--- config.mk ---
export PLATFORM = sky130hd
export DESIGN_NAME = fifo_sync_ctrl
export DESIGN_NICKNAME = d
export VERILOG_FILES = /design/src/common/fifo_pkg.sv /design/src/fifo_ctrl/fifo_write_side.sv /design/src/fifo_ctrl/fifo_read_side.sv /design/src/hdl/fifo_sync_ctrl.sv
export VERILOG_INCLUDE_DIRS = /design/src /design/src/common
export SDC_FILE = /design/constraint.sdc
export NUM_CORES = 1
export LEC_CHECK = 0
export BUFFER_PORTS_ARGS = -buffer_cell sky130_fd_sc_hd__buf_2
export CAP_MARGIN = 20
export CORE_AREA = 2 2 52 54
export CTS_CLUSTER_DIAMETER = 40
export DETAILED_ROUTE_END_ITERATION = 12
export DIE_AREA = 0 0 54 56
export MAX_ROUTING_LAYER = met4
export PLACE_DENSITY = 0.9
export SETUP_SLACK_MARGIN = 0.1
export SYNTH_ARGS = -nofsm -noshare
export SYNTH_HDL_FRONTEND = slang
export SYNTH_SLANG_ARGS = --single-unit
--- constraint.sdc ---
create_clock -name pos_clk -period 6.9 [get_ports pos_clk]
set_input_delay 0.345 -clock pos_clk [delete_from_list [all_inputs] [get_ports pos_clk]]
set_output_delay 0.345 -clock pos_clk [all_outputs]
set_load 0.1 [all_outputs]
--- src/common/fifo_config.svh ---
/* static configuration of the synchronous FIFO controller
   include wherever depth, address width or thresholds are needed */

`ifndef FIFO_CONFIG_SVH
`define FIFO_CONFIG_SVH

// --------------------
// geometry
// --------------------

// memory address width, depth is a power of two
`define FIFO_ADDR_W 4

// number of entries in the external RAM
`define FIFO_DEPTH (1 << `FIFO_ADDR_W)

// --------------------
// static thresholds
// --------------------

// almost full sets at or above this level on a write
`define FIFO_AFULL_THRESH 11

// almost empty sets at or below this level on a read
`define FIFO_AEMPTY_THRESH 4

`endif

--- src/common/fifo_pkg.sv ---
/* shared types of the FIFO controller
   modules pull these in through a wildcard import */

`default_nettype none

`include "fifo_config.svh"

package fifo_pkg;

   // --------------------
   // pointer and address types
   // --------------------

   // one extra msb to tell full from empty
   typedef logic [`FIFO_ADDR_W:0] ptr_t;

   // low pointer bits, straight to the RAM address lines
   typedef logic [`FIFO_ADDR_W-1:0] addr_t;

   // --------------------
   // level count
   // --------------------

   // holds 0 up to FIFO_DEPTH inclusive
   typedef logic [`FIFO_ADDR_W:0] count_t;

endpackage

`default_nettype wire

--- src/fifo_ctrl/fifo_write_side.sv ---
/* write half of the FIFO controller, owns the write pointer
   drives the RAM write port and the full side status flags */

`timescale 1ns/1ps
`default_nettype none

`include "fifo_config.svh"

module fifo_write_side
   import fifo_pkg::*;
(
   input  wire logic   pos_clk,
   input  wire logic   aresetn,
   input  wire logic   we_i,
   input  wire ptr_t   rd_ptr_i,
   output ptr_t        wr_ptr_o,
   output logic        memwe_o,
   output addr_t       memwaddr_o,
   output logic        full_o,
   output logic        afull_o,
   output count_t      wrcnt_o,
   output logic        wack_o,
   output logic        overflow_o
);

   // thresholds in count width
   localparam count_t AFULL_TH = count_t'(`FIFO_AFULL_THRESH);
   localparam count_t DEPTH    = count_t'(`FIFO_DEPTH);

   logic   wr_acc;
   ptr_t   wr_ptr;
   ptr_t   wr_ptr_nxt;
   count_t wdiff;

   // --------------------
   // accept and pointer math
   // --------------------

   // write refused while full, pointer stays put
   assign wr_acc = we_i & ~full_o;

   // pointer after this cycle's write
   assign wr_ptr_nxt = wr_ptr + ptr_t'(wr_acc);

   // level seen from the write side, wraps mod 2*depth
   assign wdiff = count_t'(wr_ptr_nxt - rd_ptr_i);

   // --------------------
   // RAM write port
   // --------------------

   // enable reacts in the same cycle
   assign memwe_o = wr_acc;

   // address is the low pointer bits, wraps on its own
   assign memwaddr_o = wr_ptr[`FIFO_ADDR_W-1:0];

   // handed to the read side
   assign wr_ptr_o = wr_ptr;

   // --------------------
   // registered state
   // --------------------

   always_ff @(posedge pos_clk or negedge aresetn) begin
      if (!aresetn) begin
         wr_ptr     <= '0;
         full_o     <= 1'b0;
         afull_o    <= 1'b0;
         wrcnt_o    <= '0;
         wack_o     <= 1'b0;
         overflow_o <= 1'b0;
      end else begin
         wr_ptr <= wr_ptr_nxt;

         // full once the level hits the depth
         full_o  <= (wdiff == DEPTH);
         wrcnt_o <= wdiff;

         // almost full with hysteresis
         // set needs a write request, clear does not
         // between the two it holds
         if (we_i && (wdiff >= AFULL_TH)) begin
            afull_o <= 1'b1;
         end else if (wdiff <= AFULL_TH) begin
            afull_o <= 1'b0;
         end

         // ack one cycle after an accepted write
         wack_o <= wr_acc;

         // request against a full FIFO
         overflow_o <= we_i & full_o;
      end
   end

endmodule

`default_nettype wire

--- src/fifo_ctrl/fifo_read_side.sv ---
/* read half of the FIFO controller, owns the read pointer
   drives the RAM read port and the empty side status flags */

`timescale 1ns/1ps
`default_nettype none

`include "fifo_config.svh"

module fifo_read_side
   import fifo_pkg::*;
(
   input  wire logic   pos_clk,
   input  wire logic   aresetn,
   input  wire logic   re_i,
   input  wire ptr_t   wr_ptr_i,
   output ptr_t        rd_ptr_o,
   output logic        memre_o,
   output addr_t       memraddr_o,
   output logic        empty_o,
   output logic        aempty_o,
   output count_t      rdcnt_o,
   output logic        dvld_o,
   output logic        underflow_o
);

   // almost empty level in count width
   localparam count_t AEMPTY_TH = count_t'(`FIFO_AEMPTY_THRESH);

   logic   rd_acc;
   ptr_t   rd_ptr;
   ptr_t   rd_ptr_nxt;
   count_t rdiff;

   // --------------------
   // accept and pointer math
   // --------------------

   // read refused while empty
   assign rd_acc = re_i & ~empty_o;

   // pointer after this cycle's read
   assign rd_ptr_nxt = rd_ptr + ptr_t'(rd_acc);

   // level seen from the read side
   // current write pointer against the next read pointer
   assign rdiff = count_t'(wr_ptr_i - rd_ptr_nxt);

   // --------------------
   // RAM read port
   // --------------------

   // zero cycle enable
   assign memre_o = rd_acc;

   // low pointer bits, natural wrap from 15 to 0
   assign memraddr_o = rd_ptr[`FIFO_ADDR_W-1:0];

   // handed to the write side
   assign rd_ptr_o = rd_ptr;

   // --------------------
   // registered state
   // --------------------

   always_ff @(posedge pos_clk or negedge aresetn) begin
      if (!aresetn) begin
         rd_ptr      <= '0;
         empty_o     <= 1'b1;
         aempty_o    <= 1'b1;
         rdcnt_o     <= '0;
         dvld_o      <= 1'b0;
         underflow_o <= 1'b0;
      end else begin
         rd_ptr <= rd_ptr_nxt;

         // empty when nothing is left after this read
         empty_o <= (rdiff == '0);
         rdcnt_o <= rdiff;

         // almost empty with hysteresis
         // clear only while set, set needs a read request
         if (aempty_o && (rdiff >= AEMPTY_TH)) begin
            aempty_o <= 1'b0;
         end else if (re_i && (rdiff <= AEMPTY_TH)) begin
            aempty_o <= 1'b1;
         end

         // data valid trails the RAM read by one cycle
         dvld_o <= rd_acc;

         // request against an empty FIFO
         underflow_o <= re_i & empty_o;
      end
   end

endmodule

`default_nettype wire

--- src/hdl/fifo_sync_ctrl.sv ---
/* single clock FIFO controller top, drives an external dual-port RAM
   joins the write side and read side through their pointers */

`timescale 1ns/1ps
`default_nettype none

`include "fifo_config.svh"

module fifo_sync_ctrl
   import fifo_pkg::*;
(
   input  wire logic   pos_clk,
   input  wire logic   aresetn,
   input  wire logic   we_i,
   input  wire logic   re_i,
   // write side
   output logic        memwe_o,
   output addr_t       memwaddr_o,
   output logic        full_o,
   output logic        afull_o,
   output count_t      wrcnt_o,
   output logic        wack_o,
   output logic        overflow_o,
   // read side
   output logic        memre_o,
   output addr_t       memraddr_o,
   output logic        empty_o,
   output logic        aempty_o,
   output count_t      rdcnt_o,
   output logic        dvld_o,
   output logic        underflow_o
);

   // registered pointers crossing between the halves
   ptr_t wr_ptr;
   ptr_t rd_ptr;

   // --------------------
   // write half
   // --------------------

   fifo_write_side u_write_side (
      .pos_clk    (pos_clk),
      .aresetn    (aresetn),
      .we_i       (we_i),
      .rd_ptr_i   (rd_ptr),
      .wr_ptr_o   (wr_ptr),
      .memwe_o    (memwe_o),
      .memwaddr_o (memwaddr_o),
      .full_o     (full_o),
      .afull_o    (afull_o),
      .wrcnt_o    (wrcnt_o),
      .wack_o     (wack_o),
      .overflow_o (overflow_o)
   );

   // --------------------
   // read half
   // --------------------

   fifo_read_side u_read_side (
      .pos_clk     (pos_clk),
      .aresetn     (aresetn),
      .re_i        (re_i),
      .wr_ptr_i    (wr_ptr),
      .rd_ptr_o    (rd_ptr),
      .memre_o     (memre_o),
      .memraddr_o  (memraddr_o),
      .empty_o     (empty_o),
      .aempty_o    (aempty_o),
      .rdcnt_o     (rdcnt_o),
      .dvld_o      (dvld_o),
      .underflow_o (underflow_o)
   );

endmodule

`default_nettype wire

# --- Word level (Yosys, flattened, before mapping) ---
# Index checks and enable logic that the tools add are counted.
totals:
  in_bits: 4
  wordCells: 37
  reg_bits: 28
op_classes:
  magnitude_cmp: 4
  muxes: 4
  add_sub_neg: 4
  reduce_logical: 6
  n_eq_ne: 1
  n_bitwise: 6
op_table:
  columns: ["operator", "n"]
  rows:
  - ["$add 5x1->5", 2]
  - ["$sub 5x5->5", 2]
  - ["$eq 5x5->1 const B", 1]
  - ["$ge 5x3->1 const B", 1]
  - ["$ge 5x4->1 const B", 1]
  - ["$le 5x3->1 const B", 1]
  - ["$le 5x4->1 const B", 1]
  - ["$logic_not 5->1", 1]
  - ["$and 1x1->1", 4]
  - ["$mux 1", 4]
  - ["$reduce_bool 2->1", 2]
  - ["$logic_and 1x1->1", 3]
  - ["$not 1->1", 2]

# --- Logic depth before layout (Yosys ltp) ---
depth:
  ltp_word: 8
  depth_mapped: 11

# --- Cells and area by module ---
# A second synthesis with hierarchy kept.
unflattened:
  cells_unflattened: 109
  hier_area_um2: 1373.8
modules_own_cells:
  columns: ["mod", "area_per_inst_um2", "seq_area_each_um2", "instances", "cells_per_inst"]
  rows:
  - ["fifo_read_side", 700.7, 352.8, 1, 57]
  - ["fifo_write_side", 673.1, 350.3, 1, 52]

# --- Least setup slack after synthesis ---
# Ideal clock, no wire load.
synth_path:
  kind: "flip-flop to flip-flop"
  from: "register u_write_side.full_o"
  to: "register u_write_side.afull_o"
  arrival_time_ps: 4196
  path_buffers: 0
  period_less_slack_ps: 4290
  setup_ps: 94
  path_stages_with_launch: 12
  slack_ps: 2610
  path_cell_list: "dfrtp_1 nor2b_1 ha_1 inv_1 ha_1 inv_1 fa_1 a21o_1 a21oi_1 xnor3_1 o31a_1 a211oi_1"
synth_via:
  elab_chain_len: 7
synth_lines:
  columns: ["element", "line", "rtl"]
  rows:
  - ["start, declared", "fifo_write_side.sv:19", "output logic full_o,"]
  - ["start signal, assigned", "fifo_write_side.sv:77", "full_o <= (wdiff == DEPTH);"]
  - ["$not 1->1 (*)", "fifo_write_side.sv:40", "assign wr_acc = we_i & ~full_o;"]
  - ["$and 1x1->1 (*)", "fifo_write_side.sv:40", null]
  - ["named net memwe_o", "fifo_sync_ctrl.sv:17", "output logic memwe_o,"]
  - ["$add 5x1->5 (*)", "fifo_write_side.sv:43", "assign wr_ptr_nxt = wr_ptr + ptr_t'(wr_acc);"]
  - ["named net u_write_side.wr_ptr_nxt[0]", "fifo_write_side.sv:32", "ptr_t wr_ptr_nxt;"]
  - ["$sub 5x5->5 (*)", "fifo_write_side.sv:46", "assign wdiff = count_t'(wr_ptr_nxt - rd_ptr_i);"]
  - ["$ge 5x4->1", "fifo_write_side.sv:83", "if (we_i && (wdiff >= AFULL_TH)) begin"]
  - ["$logic_and 1x1->1", "fifo_write_side.sv:83", null]
  - ["$mux 1 or $reduce_bool 2->1 (tied branches)", null, null]
  - ["end signal, assigned", "fifo_write_side.sv:69", "afull_o <= 1'b0;"]
  - ["end signal, assigned", "fifo_write_side.sv:84", "afull_o <= 1'b1;"]
  - ["end signal, assigned", "fifo_write_side.sv:86", "afull_o <= 1'b0;"]
  - ["end, declared", "fifo_write_side.sv:20", "output logic afull_o,"]
# The timed path passes the listed nets; every way through them passes the cells marked *.
# A chain may end at the register's enable or synchronous reset.

# --- Worst setup path in the final report ---
layout_path:
  from: "register u_read_side.empty_o"
  to: "register u_read_side.empty_o"
layout_via:
  elab_chain_len: 5
layout_lines:
  columns: ["element", "line", "rtl"]
  rows:
  - ["start, declared", "fifo_read_side.sv:19", "output logic empty_o,"]
  - ["start signal, assigned", "fifo_read_side.sv:77", "empty_o <= (rdiff == '0);"]
  - ["$not 1->1", "fifo_read_side.sv:39", "assign rd_acc = re_i & ~empty_o;"]
  - ["$and 1x1->1", "fifo_read_side.sv:39", null]
  - ["$add 5x1->5", "fifo_read_side.sv:42", "assign rd_ptr_nxt = rd_ptr + ptr_t'(rd_acc);"]
  - ["named net u_read_side.rd_ptr_nxt[1]", "fifo_read_side.sv:31", "ptr_t rd_ptr_nxt;"]
  - ["$sub 5x5->5", "fifo_read_side.sv:46", "assign rdiff = count_t'(wr_ptr_i - rd_ptr_nxt);"]
  - ["named net u_read_side.rdiff[4]", "fifo_read_side.sv:32", "count_t rdiff;"]
  - ["$logic_not 5->1", "fifo_read_side.sv:77", null]
# The timed path passes the listed nets, and every way through them passes these cells.

==> results.cfg <==
[placement]
dp_hpwl_um = 1780
portBuffers = 31
pre_cts_ws_ps = 4210
gp_congestion = 0.776

[detailed_routing]
vias_per_cell = 5.07
initialDrtViolationCount = 17
dr.pass1.iters = 4
routedWlPerCell_um = 13.6
drc = 0
ant_nets = 0
finalWirelength_um = 2240
vias = 832

[synth]
yosysTopAreaCell = dfrtp_1
synth_fa_ha_area_share_pct = 14.2
ys_top_cells_by_area = dfrtp_1 49%, ha_1 10%, xnor2_1 5.9%, buf_4 4.5%, dfstp_2 3.9%
synth.area.mux_share_pct = 0
syn_avg_cell_area_um2 = 12.3
synth_edf_count = 0
synth-simple-area-share_pct = 7.99
synth_cells = 108
synthTopCellsByCount = 26 x dfrtp_1, 14 x inv_1, 11 x ha_1
synth-async-reset-ratio_pct = 100
synth_top_family_by_area = adder cells
yosys_warnings = 0
synth_ff_type = dfrtp_1
synth.distinct_cells = 29
ys_seq_elements = 28
yosys.area_share.xor_xnor_pct = 10.2
synth_top_area_share_pct = 48.9
syn_area_um2 = 1330
yosysMostFrequentCell = dfrtp_1
syn-num-nets = 125
ys_seq_area_share_pct = 52.8
synth_compound_area_share_pct = 6.02

[grt]
grt.overflow.total = 0
grt_util_all_layers_pct = 17.4
antenna_found_initial = 0
grt_max_degree = 29
first_global_vias = 803
grt_pass1_wl_um = 3800

[timing]
setup_viol = 0
final_hold_viol_count = 0
finalCriticalPeriod_ps = 2660
fmax_mhz = 377
hold_ws_ps = 17.7
rsz0062_at_grt = false
fin_crit_sh_pct = 38.5
slew_headroom_pct = 59.8
fin_skew_ps = 7.35
worstMarginPinSlew_ps = 602
tns_ps = 0
maxSlewViolCount = 0
setup_slack_ps = 4240

[floorplanning]
rows = 18
initial_core_util_pct = 54.7
core_um2 = 2430
fp.dieW_um = 54
io_pins = 32
dieArea_um2 = 3020
die_y_um = 56

[setup_path]
cp-start-kind = flop
cp-end-kind = flop
cp.required_ps = 7120
crit_type = flop to flop
cp.arrival_ps = 2880
crit_fanout = 3

[clock_network]
cts_inserted_buffers = 3
clkSinkCount = 28
clk_pin_slew_worst_paths_ps = 140
cts_tree = done
root_buffer = clkbuf_4
cts.path.max_buffers = 2
clock_latency_ps = 310
cts_resized = 0
cts_setup_buffers = 0
holdBufCountCts = 0
htree_levels = 1

[final_layout]
antenna_cells = 0
syn_to_final_growth_pct = 11.6
utilization_pct = 61.1
final_layout_size_suffix_gt1_share_pct = 29.9
fin_nets = 152

[outcome]
outcome = finished, final reports clean

[hold_path]
worstHoldPathType = input pin to async pin

[run]
drv_cap = 0
## kinds of logic (layout without fill, tap and decap cells)
kind of cell,count (synthesis),after routing
compound gates,12,12
simple gates,18,18
xor+xnor,13,13
buf+inv,23,49
fa+ha+maj,14,14
flops,28,28
## layer usage
| metal | wire [um] | track usage (%) |
|---|---|---|
| met1 | 967 | 23.4 |
| met4 | 10 | 3.57 |
| met3 | 110 | 3.76 |
| met5 | 0 | - |
| met2 | 1150 | 27.2 |
## stage by stage
step,cell area (um^2),std cells
floorplan,1330,108
global placement,1460,160
detailed placement,1460,160
CTS,1490,164
global route,1490,164
finish,1490,164
## cell usage in the layout, fill, tap and decap left out
master	n
xnor3_1	1
a221o_1	1
nor4_2	1
a21o_1	1
clkbuf_4	3
nand2b_1	2
nor2_1	3
nor4_1	1
inv_1	14
a211oi_1	1
maj3_2	1
nor3b_1	1
o31a_1	1
a21boi_0	1
nand3_1	4
ha_1	11
xnor2_2	1
a21oi_1	2
nor3_1	1
a21oi_2	1
buf_2	31
xor2_1	2
clkbuf_1	1
nor2b_1	3
dfstp_2	2
fa_1	2
o21ai_0	4
dfrtp_1	26
and2_1	2
xnor2_1	9
## critical path: stages, from the launching register on
cell and delay, ps:
dfstp_2 570, nor2b_1 70, ha_1 220, ha_1 300, inv_1 70, fa_1 440
maj3_2 330, a21oi_2 150, xnor2_1 130, nor4_2 290
## sequential cells by signal (all words and copies together), names as in the netlist
name / flops
u_read_side.rdcnt_o: 5
u_write_side.wrcnt_o: 5
u_write_side.afull_o: 1
u_write_side.full_o: 1
u_read_side.aempty_o: 1
u_read_side.rd_ptr_o: 5
u_write_side.wr_ptr_o: 5
u_read_side.empty_o: 1
u_read_side.dvld_o: 1
u_write_side.overflow_o: 1
u_write_side.wack_o: 1
u_read_side.underflow_o: 1
## layout make-up
type	instances	area, um^2
Clock buffer	4	26.3
Fill cell	208	947
Inverter	14	52.6
Multi-Input combinational cell	57	510
Sequential cell	28	703
Tap cell	30	37.5
Timing Repair Buffer	31	155
## path summary, 6_finish.rpt
check,from,end,slack (ps),depth (start not counted)
setup / recovery,u_read_side.empty_o$_DFF_PN1_,u_read_side.empty_o$_DFF_PN1_,4240,9
hold / removal,aresetn,u_write_side.wack_o$_DFF_PN0_,20,1
setup reg to reg,u_read_side.empty_o$_DFF_PN1_,u_read_side.empty_o$_DFF_PN1_,4240,9
hold reg to reg,u_write_side.full_o$_DFF_PN0_,u_write_side.wack_o$_DFF_PN0_,480,1
max in group asynchronous,aresetn,u_read_side.rd_ptr_o[3]$_DFF_PN0_,6490,1
min in group pos_clk,we_i,u_write_side.overflow_o$_DFF_PN0_,290,2
Power is left out: the tool's default activity adds up to more than one toggle a clock period on the data nets, which glitch-free logic cannot reach.
